### src/hw/integraPkg.sv
package integraPkg;

	// sideways slot number and slot count
	localparam int SlotW = 4;
	localparam int NumSlots = 16;

	// 32 banks of 16K in the 512K RAM, bank number drives RAM A18..A14
	localparam int RamBankW = 5;

	// board registers live at FE30..FE3F
	localparam logic [11:0] RegPage = 12'hFE3;

	// shadow screen and private RAM share a 32K block
	localparam logic [RamBankW-1:0] ShadowLoBank = 5'd16;
	localparam logic [RamBankW-1:0] ShadowHiBank = 5'd17;

	// PALPROM pages 1..7 sit in banks 25..31, page 0 stays in the slot bank
	localparam logic [RamBankW-1:0] PalExtBase = 5'd25;

	// 32 byte blocks in BF00..BFFF switch the PALPROM pages
	localparam logic [7:0] PalTriggerPage = 8'hBF;

	localparam int PalBankW = 3;

	// register targets inside the FE3x page
	typedef enum logic [2:0] {
		regNone,
		regRomSel,
		regShadow,
		regWpLow,
		regWpHigh
	} regSelE;

	// active 16K page of the 128K PALPROM
	typedef enum logic [PalBankW-1:0] {
		palBase,
		palPage1,
		palPage2,
		palPage3,
		palPage4,
		palPage5,
		palPage6,
		palPage7
	} palBankE;

endpackage

### src/hw/bankMapper.sv
`timescale 1ns/1ps

module bankMapper #(
	parameter int PalSlot = 11
) (
	input  logic                              rnw,
	input  logic                              phi2,
	input  logic                              address14,
	input  logic                              screenArea,
	input  logic                              swArea,
	input  logic [2:0]                        privArea,
	input  logic                              regPageHit,
	input  logic [integraPkg::SlotW-1:0]      romSlot,
	input  logic                              prvEn,
	input  logic                              memSel,
	input  logic                              prvS1,
	input  logic                              prvS4,
	input  logic                              prvS8,
	input  logic                              shEn,
	input  logic [integraPkg::NumSlots-1:0]   writeEnable,
	input  integraPkg::palBankE               palBank,
	input  logic [3:0]                        beebRomSel,
	input  logic [7:0]                        integraRomSel,
	output logic                              nRamCe,
	output logic [integraPkg::RamBankW-1:0]   ramAddress,
	output logic                              nRomBankSelLow,
	output logic [7:0]                        nRomBankSel,
	output logic                              nRds,
	output logic                              nWds,
	output logic                              nDBufCe,
	output logic                              bbcRnW,
	output logic                              palRead
);

	localparam int PadW = integraPkg::RamBankW - integraPkg::SlotW;
	localparam int PalPadW = integraPkg::RamBankW - integraPkg::PalBankW;

	logic shAct;
	logic prvAct;
	logic shadowSel;
	logic swSel;
	logic beebRom;
	logic integraRom;
	logic swRam;
	logic palActive;
	logic cpuRead;
	logic cpuWrite;

	assign cpuRead = rnw && phi2;
	assign cpuWrite = !rnw && phi2;

	// shadow screen, MEMSEL gives the CPU the main screen back
	assign shAct = screenArea && shEn && !memSel;

	// private RAM, each window gated by its own size flag
	assign prvAct = prvEn && ((privArea[0] && prvS1) ||
		(privArea[1] && prvS4) || (privArea[2] && prvS8));

	// both live in the 32K shadow block
	assign shadowSel = shAct || prvAct;

	// private RAM overrides whatever slot is paged in
	assign swSel = swArea && !prvAct;

	// slots 0..3 jumpered to motherboard ROM
	assign beebRom = swSel && (romSlot < 4) && beebRomSel[romSlot[1:0]];

	// slots 8..15 jumpered to the on-board ROM sockets
	assign integraRom = swSel && romSlot[3] && integraRomSel[romSlot[2:0]];

	// anything else in the sideways window is on-board RAM
	assign swRam = swSel && !beebRom && !integraRom;

	// emulated PALPROM slot
	assign palActive = swRam && (int'(romSlot) == PalSlot);
	assign palRead = palActive && cpuRead;

	always_comb begin
		if (shadowSel) begin
			// A14 picks the lower or upper 16K of the shadow block
			ramAddress = address14 ? integraPkg::ShadowHiBank : integraPkg::ShadowLoBank;
		end else if (palActive && (palBank != integraPkg::palBase)) begin
			// page k lands in bank PalExtBase + k - 1
			ramAddress = integraPkg::PalExtBase + {{PalPadW{1'b0}}, palBank} - 1'b1;
		end else begin
			// plain sideways RAM, bank number equals slot number
			ramAddress = {{PadW{1'b0}}, romSlot};
		end
	end

	assign nRamCe = !(shadowSel || swRam);

	// ROM selects are plain active low lines
	assign nRomBankSelLow = !beebRom;
	assign nRomBankSel = ~(integraRom ? (8'h01 << romSlot[2:0]) : 8'h00);

	assign nRds = !cpuRead;

	// soft write protect only covers sideways RAM
	// shadow and private writes always go through
	assign nWds = !(cpuWrite && (shadowSel || (swRam && writeEnable[romSlot])));

	// data buffer for on-board RAM, on-board ROM and the register page
	assign nDBufCe = !(shadowSel || swRam || integraRom || regPageHit);

	// keep motherboard RAM from seeing shadow writes
	assign bbcRnW = rnw || shAct;

endmodule

### src/hw/busDecoder.sv
`timescale 1ns/1ps

module busDecoder (
	input  logic [15:0]         address,
	output integraPkg::regSelE  regSel,
	output logic                regPageHit,
	output logic                screenArea,
	output logic                swArea,
	output logic [2:0]          privArea,
	output logic [2:0]          palTrigger,
	output logic                palTriggerHit
);

	// FE3x register page
	assign regPageHit = (address[15:4] == integraPkg::RegPage);

	// FE30..FE33 and FE34..FE37 are mirrored over A1 and A0
	// the write protect pair needs the full nibble since they differ in A0
	always_comb begin
		regSel = integraPkg::regNone;
		if (regPageHit) begin
			if (address[3:2] == 2'b00) begin
				regSel = integraPkg::regRomSel;
			end else if (address[3:2] == 2'b01) begin
				regSel = integraPkg::regShadow;
			end else if (address[3:0] == 4'hA) begin
				regSel = integraPkg::regWpLow;
			end else if (address[3:0] == 4'hB) begin
				regSel = integraPkg::regWpHigh;
			end
		end
	end

	// screen memory 3000..7FFF
	assign screenArea = (address[15:12] == 4'h3) || (address[15:14] == 2'b01);

	// sideways window 8000..BFFF
	assign swArea = (address[15:14] == 2'b10);

	// private windows, the 1K one sits inside the 4K one
	// bit 0 is 8000..83FF, bit 1 is 8000..8FFF
	assign privArea[0] = (address[15:10] == 6'b1000_00);
	assign privArea[1] = (address[15:12] == 4'h8);
	// bit 2 is 9000..AFFF
	assign privArea[2] = (address[15:12] == 4'h9) || (address[15:12] == 4'hA);

	// PALPROM switch blocks, one per 32 bytes of page BF
	assign palTriggerHit = (address[15:8] == integraPkg::PalTriggerPage);
	assign palTrigger = address[7:5];

endmodule

### src/hw/integraTop.sv
`timescale 1ns/1ps

module integraTop #(
	parameter int PalSlot = 11
) (
	input  logic                             cc4Clk,
	input  logic                             bbc_nRST,
	input  logic                             rnw,
	input  logic                             phi2,
	input  logic                             phi2End,
	input  logic [15:0]                      address,
	input  logic [7:0]                       data,
	input  logic [3:0]                       beebRomSel,
	input  logic [7:0]                       integraRomSel,
	output logic                             nRamCe,
	output logic [integraPkg::RamBankW-1:0]  ramAddress,
	output logic                             nRomBankSelLow,
	output logic [7:0]                       nRomBankSel,
	output logic                             nRds,
	output logic                             nWds,
	output logic                             nDBufCe,
	output logic                             bbcRnW,
	output logic                             palRead
);

	// decoder outputs
	integraPkg::regSelE regSel;
	logic               regPageHit;
	logic               screenArea;
	logic               swArea;
	logic [2:0]         privArea;
	logic [2:0]         palTrigger;
	logic               palTriggerHit;

	// held paging state
	logic [integraPkg::SlotW-1:0]     romSlot;
	logic                             prvEn;
	logic                             memSel;
	logic                             prvS1;
	logic                             prvS4;
	logic                             prvS8;
	logic                             shEn;
	logic [integraPkg::NumSlots-1:0]  writeEnable;
	integraPkg::palBankE              palBank;

	busDecoder uBusDecoder (
		.address       (address),
		.regSel        (regSel),
		.regPageHit    (regPageHit),
		.screenArea    (screenArea),
		.swArea        (swArea),
		.privArea      (privArea),
		.palTrigger    (palTrigger),
		.palTriggerHit (palTriggerHit)
	);

	pagingRegs uPagingRegs (
		.cc4Clk      (cc4Clk),
		.bbc_nRST    (bbc_nRST),
		.rnw         (rnw),
		.phi2End     (phi2End),
		.regSel      (regSel),
		.data        (data),
		.romSlot     (romSlot),
		.prvEn       (prvEn),
		.memSel      (memSel),
		.prvS1       (prvS1),
		.prvS4       (prvS4),
		.prvS8       (prvS8),
		.shEn        (shEn),
		.writeEnable (writeEnable)
	);

	// palRead comes back from the mapper, the pager only watches its slot
	palPromPager #(
		.PalSlot (PalSlot)
	) uPalPromPager (
		.cc4Clk        (cc4Clk),
		.bbc_nRST      (bbc_nRST),
		.phi2End       (phi2End),
		.palRead       (palRead),
		.palTrigger    (palTrigger),
		.palTriggerHit (palTriggerHit),
		.palBank       (palBank)
	);

	bankMapper #(
		.PalSlot (PalSlot)
	) uBankMapper (
		.rnw            (rnw),
		.phi2           (phi2),
		.address14      (address[14]),
		.screenArea     (screenArea),
		.swArea         (swArea),
		.privArea       (privArea),
		.regPageHit     (regPageHit),
		.romSlot        (romSlot),
		.prvEn          (prvEn),
		.memSel         (memSel),
		.prvS1          (prvS1),
		.prvS4          (prvS4),
		.prvS8          (prvS8),
		.shEn           (shEn),
		.writeEnable    (writeEnable),
		.palBank        (palBank),
		.beebRomSel     (beebRomSel),
		.integraRomSel  (integraRomSel),
		.nRamCe         (nRamCe),
		.ramAddress     (ramAddress),
		.nRomBankSelLow (nRomBankSelLow),
		.nRomBankSel    (nRomBankSel),
		.nRds           (nRds),
		.nWds           (nWds),
		.nDBufCe        (nDBufCe),
		.bbcRnW         (bbcRnW),
		.palRead        (palRead)
	);

endmodule

### src/hw/pagingRegs.sv
`timescale 1ns/1ps

module pagingRegs (
	input  logic                              cc4Clk,
	input  logic                              bbc_nRST,
	input  logic                              rnw,
	input  logic                              phi2End,
	input  integraPkg::regSelE                regSel,
	input  logic [7:0]                        data,
	output logic [integraPkg::SlotW-1:0]      romSlot,
	output logic                              prvEn,
	output logic                              memSel,
	output logic                              prvS1,
	output logic                              prvS4,
	output logic                              prvS8,
	output logic                              shEn,
	output logic [integraPkg::NumSlots-1:0]   writeEnable
);

	localparam int HalfSlots = integraPkg::NumSlots / 2;

	logic cpuWrite;

	// CPU write completes in the last clock of the cycle
	assign cpuWrite = !rnw && phi2End;

	always_ff @(posedge cc4Clk) begin
		if (!bbc_nRST) begin
			romSlot <= '0;
			prvEn <= 1'b0;
			memSel <= 1'b0;
			prvS1 <= 1'b0;
			prvS4 <= 1'b0;
			prvS8 <= 1'b0;
			shEn <= 1'b0;
			// all slots write protected out of reset
			writeEnable <= '0;
		end else if (cpuWrite) begin
			case (regSel)
				integraPkg::regRomSel: begin
					// slot in D3..D0, private enable D6, memsel D7
					romSlot <= data[integraPkg::SlotW-1:0];
					prvEn <= data[6];
					memSel <= data[7];
				end
				integraPkg::regShadow: begin
					// private window sizes in D4..D6
					prvS8 <= data[4];
					prvS4 <= data[5];
					prvS1 <= data[6];
					// shadow screen enable
					shEn <= data[7];
				end
				integraPkg::regWpLow: begin
					// slots 0..7, a set bit allows writes
					writeEnable[HalfSlots-1:0] <= data;
				end
				integraPkg::regWpHigh: begin
					// slots 8..15
					writeEnable[integraPkg::NumSlots-1:HalfSlots] <= data;
				end
				default: begin
					// writes to FE38/FE39 and FE3C..F leave state alone
				end
			endcase
		end
	end

endmodule

### src/hw/palPromPager.sv
`timescale 1ns/1ps

// 128K Computer Concepts style PALPROM held in RAM
// the base page lives in slot PalSlot, pages 1..7 in the extra banks
module palPromPager #(
	parameter int PalSlot = 11
) (
	input  logic                 cc4Clk,
	input  logic                 bbc_nRST,
	input  logic                 phi2End,
	input  logic                 palRead,
	input  logic [2:0]           palTrigger,
	input  logic                 palTriggerHit,
	output integraPkg::palBankE  palBank
);

	integraPkg::palBankE nextBank;
	logic                sampleEn;

	// only the on-board sockets 8..15 can host the image
	if (PalSlot < 8 || PalSlot > 15) begin : gSlotRange
		$error("palPromPager: PalSlot must be in 8..15");
	end

	// a read of slot PalSlot at the end of the CPU cycle
	assign sampleEn = palRead && phi2End && palTriggerHit;

	always_comb begin
		nextBank = palBank;
		// BFE0 block always returns to base
		if (palTrigger == 3'b111) begin
			nextBank = integraPkg::palBase;
		end else if (palBank == integraPkg::palBase) begin
			// paging only allowed from base, BFC0 down to BF00
			case (palTrigger)
				3'b110: nextBank = integraPkg::palPage1;
				3'b101: nextBank = integraPkg::palPage2;
				3'b100: nextBank = integraPkg::palPage3;
				3'b011: nextBank = integraPkg::palPage4;
				3'b010: nextBank = integraPkg::palPage5;
				3'b001: nextBank = integraPkg::palPage6;
				default: nextBank = integraPkg::palPage7;
			endcase
		end
	end

	always_ff @(posedge cc4Clk) begin
		if (!bbc_nRST) begin
			palBank <= integraPkg::palBase;
		end else if (sampleEn) begin
			palBank <= nextBank;
		end
	end

endmodule

### config.mk
export PLATFORM = sky130hd
export DESIGN_NAME = integraTop
export DESIGN_NICKNAME = d
export VERILOG_FILES = /design/src/hw/integraPkg.sv /design/src/hw/bankMapper.sv /design/src/hw/busDecoder.sv /design/src/hw/integraTop.sv /design/src/hw/pagingRegs.sv /design/src/hw/palPromPager.sv
export SDC_FILE = /design/constraint.sdc
export NUM_CORES = 1
export LEC_CHECK = 0
export ABC_AREA = 1
export ABC_CLOCK_PERIOD_IN_PS = 1680
export BUFFER_PORTS_ARGS = -buffer_cell sky130_fd_sc_hd__buf_2
export CAP_MARGIN = 20
export CORE_MARGIN = 2
export CORE_UTILIZATION = 45
export CTS_BUF_LIST = sky130_fd_sc_hd__clkbuf_16
export CTS_CLUSTER_DIAMETER = 150
export DETAILED_ROUTE_END_ITERATION = 12
export PLACE_DENSITY = 0.75
export SLEW_MARGIN = 20
export SYNTH_ARGS = -nofsm -noshare
export SYNTH_HDL_FRONTEND = slang
export SYNTH_SLANG_ARGS = --single-unit
### constraint.sdc
create_clock -name cc4Clk -period 1.68 [get_ports cc4Clk]
set_input_delay 0.168 -clock cc4Clk [delete_from_list [all_inputs] [get_ports cc4Clk]]
set_output_delay 0.168 -clock cc4Clk [all_outputs]
set_load 0.005 [all_outputs]
==> results.sh <==
export IMPL_run_status="complete, but fails checks"
export IMPL_violations="setup timing"
export IMPL_worstPathRequired_ns=1.51
export IMPL_clockBufferDepth=2
export IMPL_route_detailed_drc=0
export IMPL_grt_usage_pct=22.5
export IMPL_drv_slew=0
export IMPL_grt_antenna_before_repair=0
export IMPL_worstHoldStart="data[4]"
export IMPL_cp_end_kind="primary output"
export IMPL_powerDensity_nw_per_um2=609
export IMPL_netSwitchingFraction_pct=22.9
export IMPL_whs_endpoint="uPagingRegs.prvS8"
export IMPL_worstRegToRegCells=14
export IMPL_viasPerCell=5.04
export IMPL_finalCritPeriodShare_pct=117
export IMPL_synth_compound_area_share_pct=19.3
export IMPL_hold_depth=2
export IMPL_reg2reg_from="uPagingRegs.romSlot[1]"
export IMPL_overflow=0
export IMPL_hold_viol=0
export IMPL_cp_cell_sequence="buf_12, nor2_2, nand2_2, nand2_2, nor2_2, nand2_4, nand3_4, nor2_8, nand3_4, nand2_4, o22ai_2, buf_2"
export IMPL_fin_ws_ns=-0.290
export IMPL_max_freq_mhz=507
export IMPL_drive_gt1_share_pct=38.1
export IMPL_ys_seq_elements=29
export IMPL_num_antenna_cells=0
export IMPL_critical_path_class="register to primary output"
export IMPL_syn_nets=328
export IMPL_area_growth_pct=39.2
export IMPL_grt_max_degree=30
export IMPL_r2r_end="uPalPromPager.palBank[1]"
export IMPL_h_tree_depth=2
export IMPL_grt_pass1_wl_mm=8.98
export IMPL_cts_root_buffer="clkbuf_16"
export IMPL_synth_simple_gate_area_share_pct=35.7
export IMPL_cts_reportedPaths_clkPinSlew_ns=0.05
export IMPL_finClkSkew_ns=0.00151
export IMPL_crit_arrival_ns=1.80
export IMPL_netlist_area_sq_um=1980
export IMPL_dp_hpwl_mm=3.87
export IMPL_synthXorXnorAreaFrac_pct=0
export IMPL_syn_area_per_cell_sq_um=6.88
export IMPL_cts_tree="yes"
export IMPL_synth_top_family_by_area="simple AND/OR/NAND/NOR gates"
export IMPL_die_h_microns=70.3
export IMPL_holdWs_ns=0.149
export IMPL_rows=24
export IMPL_synth_warning_count=0
export IMPL_p_switching_w=0.000384
export IMPL_fin_setup_tns_ns=-3.27
export IMPL_syn_inst=287
export IMPL_ys_seq_area_share_pct=29.4
export IMPL_regToRegSetupSlack_ns=-0.16
export IMPL_grt_pass1_vias=1978
export IMPL_start_kind="register"
export IMPL_nets=413
export IMPL_dieWidth_microns=70.3
export IMPL_final_antenna_net_count=0
export IMPL_setup_viol=19
export IMPL_worst_path_max_fanout=7
export IMPL_power_leakage_nw=1.41
export IMPL_vias=2140
export IMPL_relSlewSlack_pct=69.3
export IMPL_ios=61
export IMPL_gp_congestion=0.868
export IMPL_hold_class="input port to register"
export IMPL_p_int_w=0.00129
export IMPL_final_common_cell="buf_2"
export IMPL_wl_per_cell_microns=12.5
export IMPL_p_seq_share_pct=41.1
export IMPL_io_buffers=60
export IMPL_rsz0062_at_grt="true"
export IMPL_core_sq_um=4290
export IMPL_max_vdd_ir_drop_mv=0.558
export IMPL_finalCriticalPeriod_ns=1.97
export IMPL_crit_slowest_cell="dfxtp_2"
export IMPL_start_util_pct=46.0
export IMPL_drtIter0Drc=105
export IMPL_ys_types=41
export IMPL_synthAdderAreaFrac_pct=0
export IMPL_power_share_combinational_pct=9.6
export IMPL_maxCapViolCount=0
export IMPL_drt_wl_total_mm=5.29
export IMPL_firstDrtPassIters=4
export IMPL_power_frac_clock_pct=49.3
export IMPL_worst_slew_pin_slew_ns=0.460
export IMPL_die_area_sq_um=4940
export IMPL_critical_path_max_stage_delay_ns=0.32
export IMPL_numClockSinks=29
export IMPL_cts_made_buffers=5
export IMPL_clkLatencyLatePin_ns=0.28
export IMPL_synthMuxAreaShare_pct=0
export IMPL_final_cell_mix="buf_2, nand2_1, inv_1"
-- worst max path at each step --
stage                           start             to  slack [ns]  cells after the start
2_1_floorplan  uPagingRegs.romSlot[1]  ramAddress[1]        0.10                     11
3_3_place_gp   uPagingRegs.romSlot[0]           nWds      -0.005                     13
3_5_place_dp   uPagingRegs.romSlot[1]           nWds       -0.06                     13
4_1_cts        uPagingRegs.romSlot[0]  ramAddress[2]       -0.24                     13
5_1_grt        uPagingRegs.romSlot[0]  ramAddress[1]       -0.39                     13
6_report       uPagingRegs.romSlot[1]  ramAddress[2]       -0.29                     12
-- cells by family after synthesis --
group                  after synthesis
buffers and inverters               65
DFF                                 29
AOI/OAI and AO/OA                   63
and+or+nand+nor                    130
-- flip-flops by register name, indices dropped and copies added (netlist names) --
| name | flops |
|---|---|
| uPalPromPager.palBank | 3 |
| uPagingRegs.memSel | 1 |
| uPagingRegs.prvS1 | 1 |
| uPagingRegs.prvS4 | 1 |
| uPagingRegs.romSlot | 4 |
| uPagingRegs.prvS8 | 1 |
| uPagingRegs.shEn | 1 |
| uPagingRegs.prvEn | 1 |
| uPagingRegs.writeEnable | 16 |
-- power by group through the flow --
stage | logic (W) | registers, W | clock network [W]
final | 0.000161 | 0.000688 | 0.000826
after global routing | 0.000181 | 0.000687 | 0.000867
after CTS | 0.000158 | 0.000688 | 0.000833
after detailed placement | 0.000150 | 0.000703 | 0
after global placement | 0.000148 | 0.000703 | 0
after floorplan | 0.0000776 | 0.000703 | 0
-- worst max-delay path, delay by kind of cell, from the launching register on --
kind / cells / cell delay [ns]
AND/OR/NAND/NOR: 9 / 0.87
buffers and inverters: 2 / 0.27
AO/OA/AOI/OAI: 1 / 0.06
flip-flops: 1 / 0.32
-- layer usage --
layer	track usage, %	part of all wire [%]	routed length (microns)
met5	0	0	0
met4	8.55	2.4	128
met2	36.1	48	2550
met3	4.47	5.1	271
met1	29.8	44	2340
-- cells in the mapped netlist (all sizes together) --
cell type | number | area share (%)
nor2 | 31 | 8.4
a21oi | 25 | 7.3
clkbuf | 2 | 0.89
inv | 55 | 11
o21ai | 26 | 6.6
o2111ai | 2 | 0.89
dfxtp | 29 | 29
nand3b | 2 | 0.76
nor3 | 6 | 3.2
clkinv | 1 | 0.25
nand4 | 4 | 2.3
o221ai | 2 | 0.89
o22ai | 2 | 0.63
nor4 | 1 | 0.32
buf | 6 | 2.9
nand3 | 19 | 6.0
o31ai | 1 | 0.38
bufbuf | 1 | 0.95
o211a | 4 | 2.0
a2111o | 1 | 0.57
nand2 | 67 | 15
-- cell type report --
cell class / instances / area, sq um
clock buffer: 5 / 125
multi-input combinational: 193 / 1180
tap: 52 / 65.1
timing repair buffer: 87 / 558
inverter: 56 / 221
sequential: 29 / 586
fill: 390 / 1540
clock inverter: 3 / 12.5
-- timing repair --
item                                    4_1_cts  5_1_grt
gates resized for setup                      21        9
pin swaps                                     8        4
hold buffers                                  0        0
endpoints found under the setup margin       19       19
setup buffers                                 7        1
-- metrics by stage --
stage / total power, W / utilization [%] / cell area [sq um] / cells / setup WS [ns]
detailed placement: 0.000853 / 56.2 / 2410 / 409 / -0.0591
global route: 0.00173 / 64.0 / 2750 / 425 / -0.389
CTS: 0.00168 / 62.9 / 2700 / 424 / -0.236
floorplan: 0.000780 / - / 1980 / 287 / 0.102
global placement: 0.000851 / 56.2 / 2410 / 409 / -0.00469
finish: 0.00167 / 64.0 / 2750 / 425 / -0.290
(Power assumes the default switching activity.)
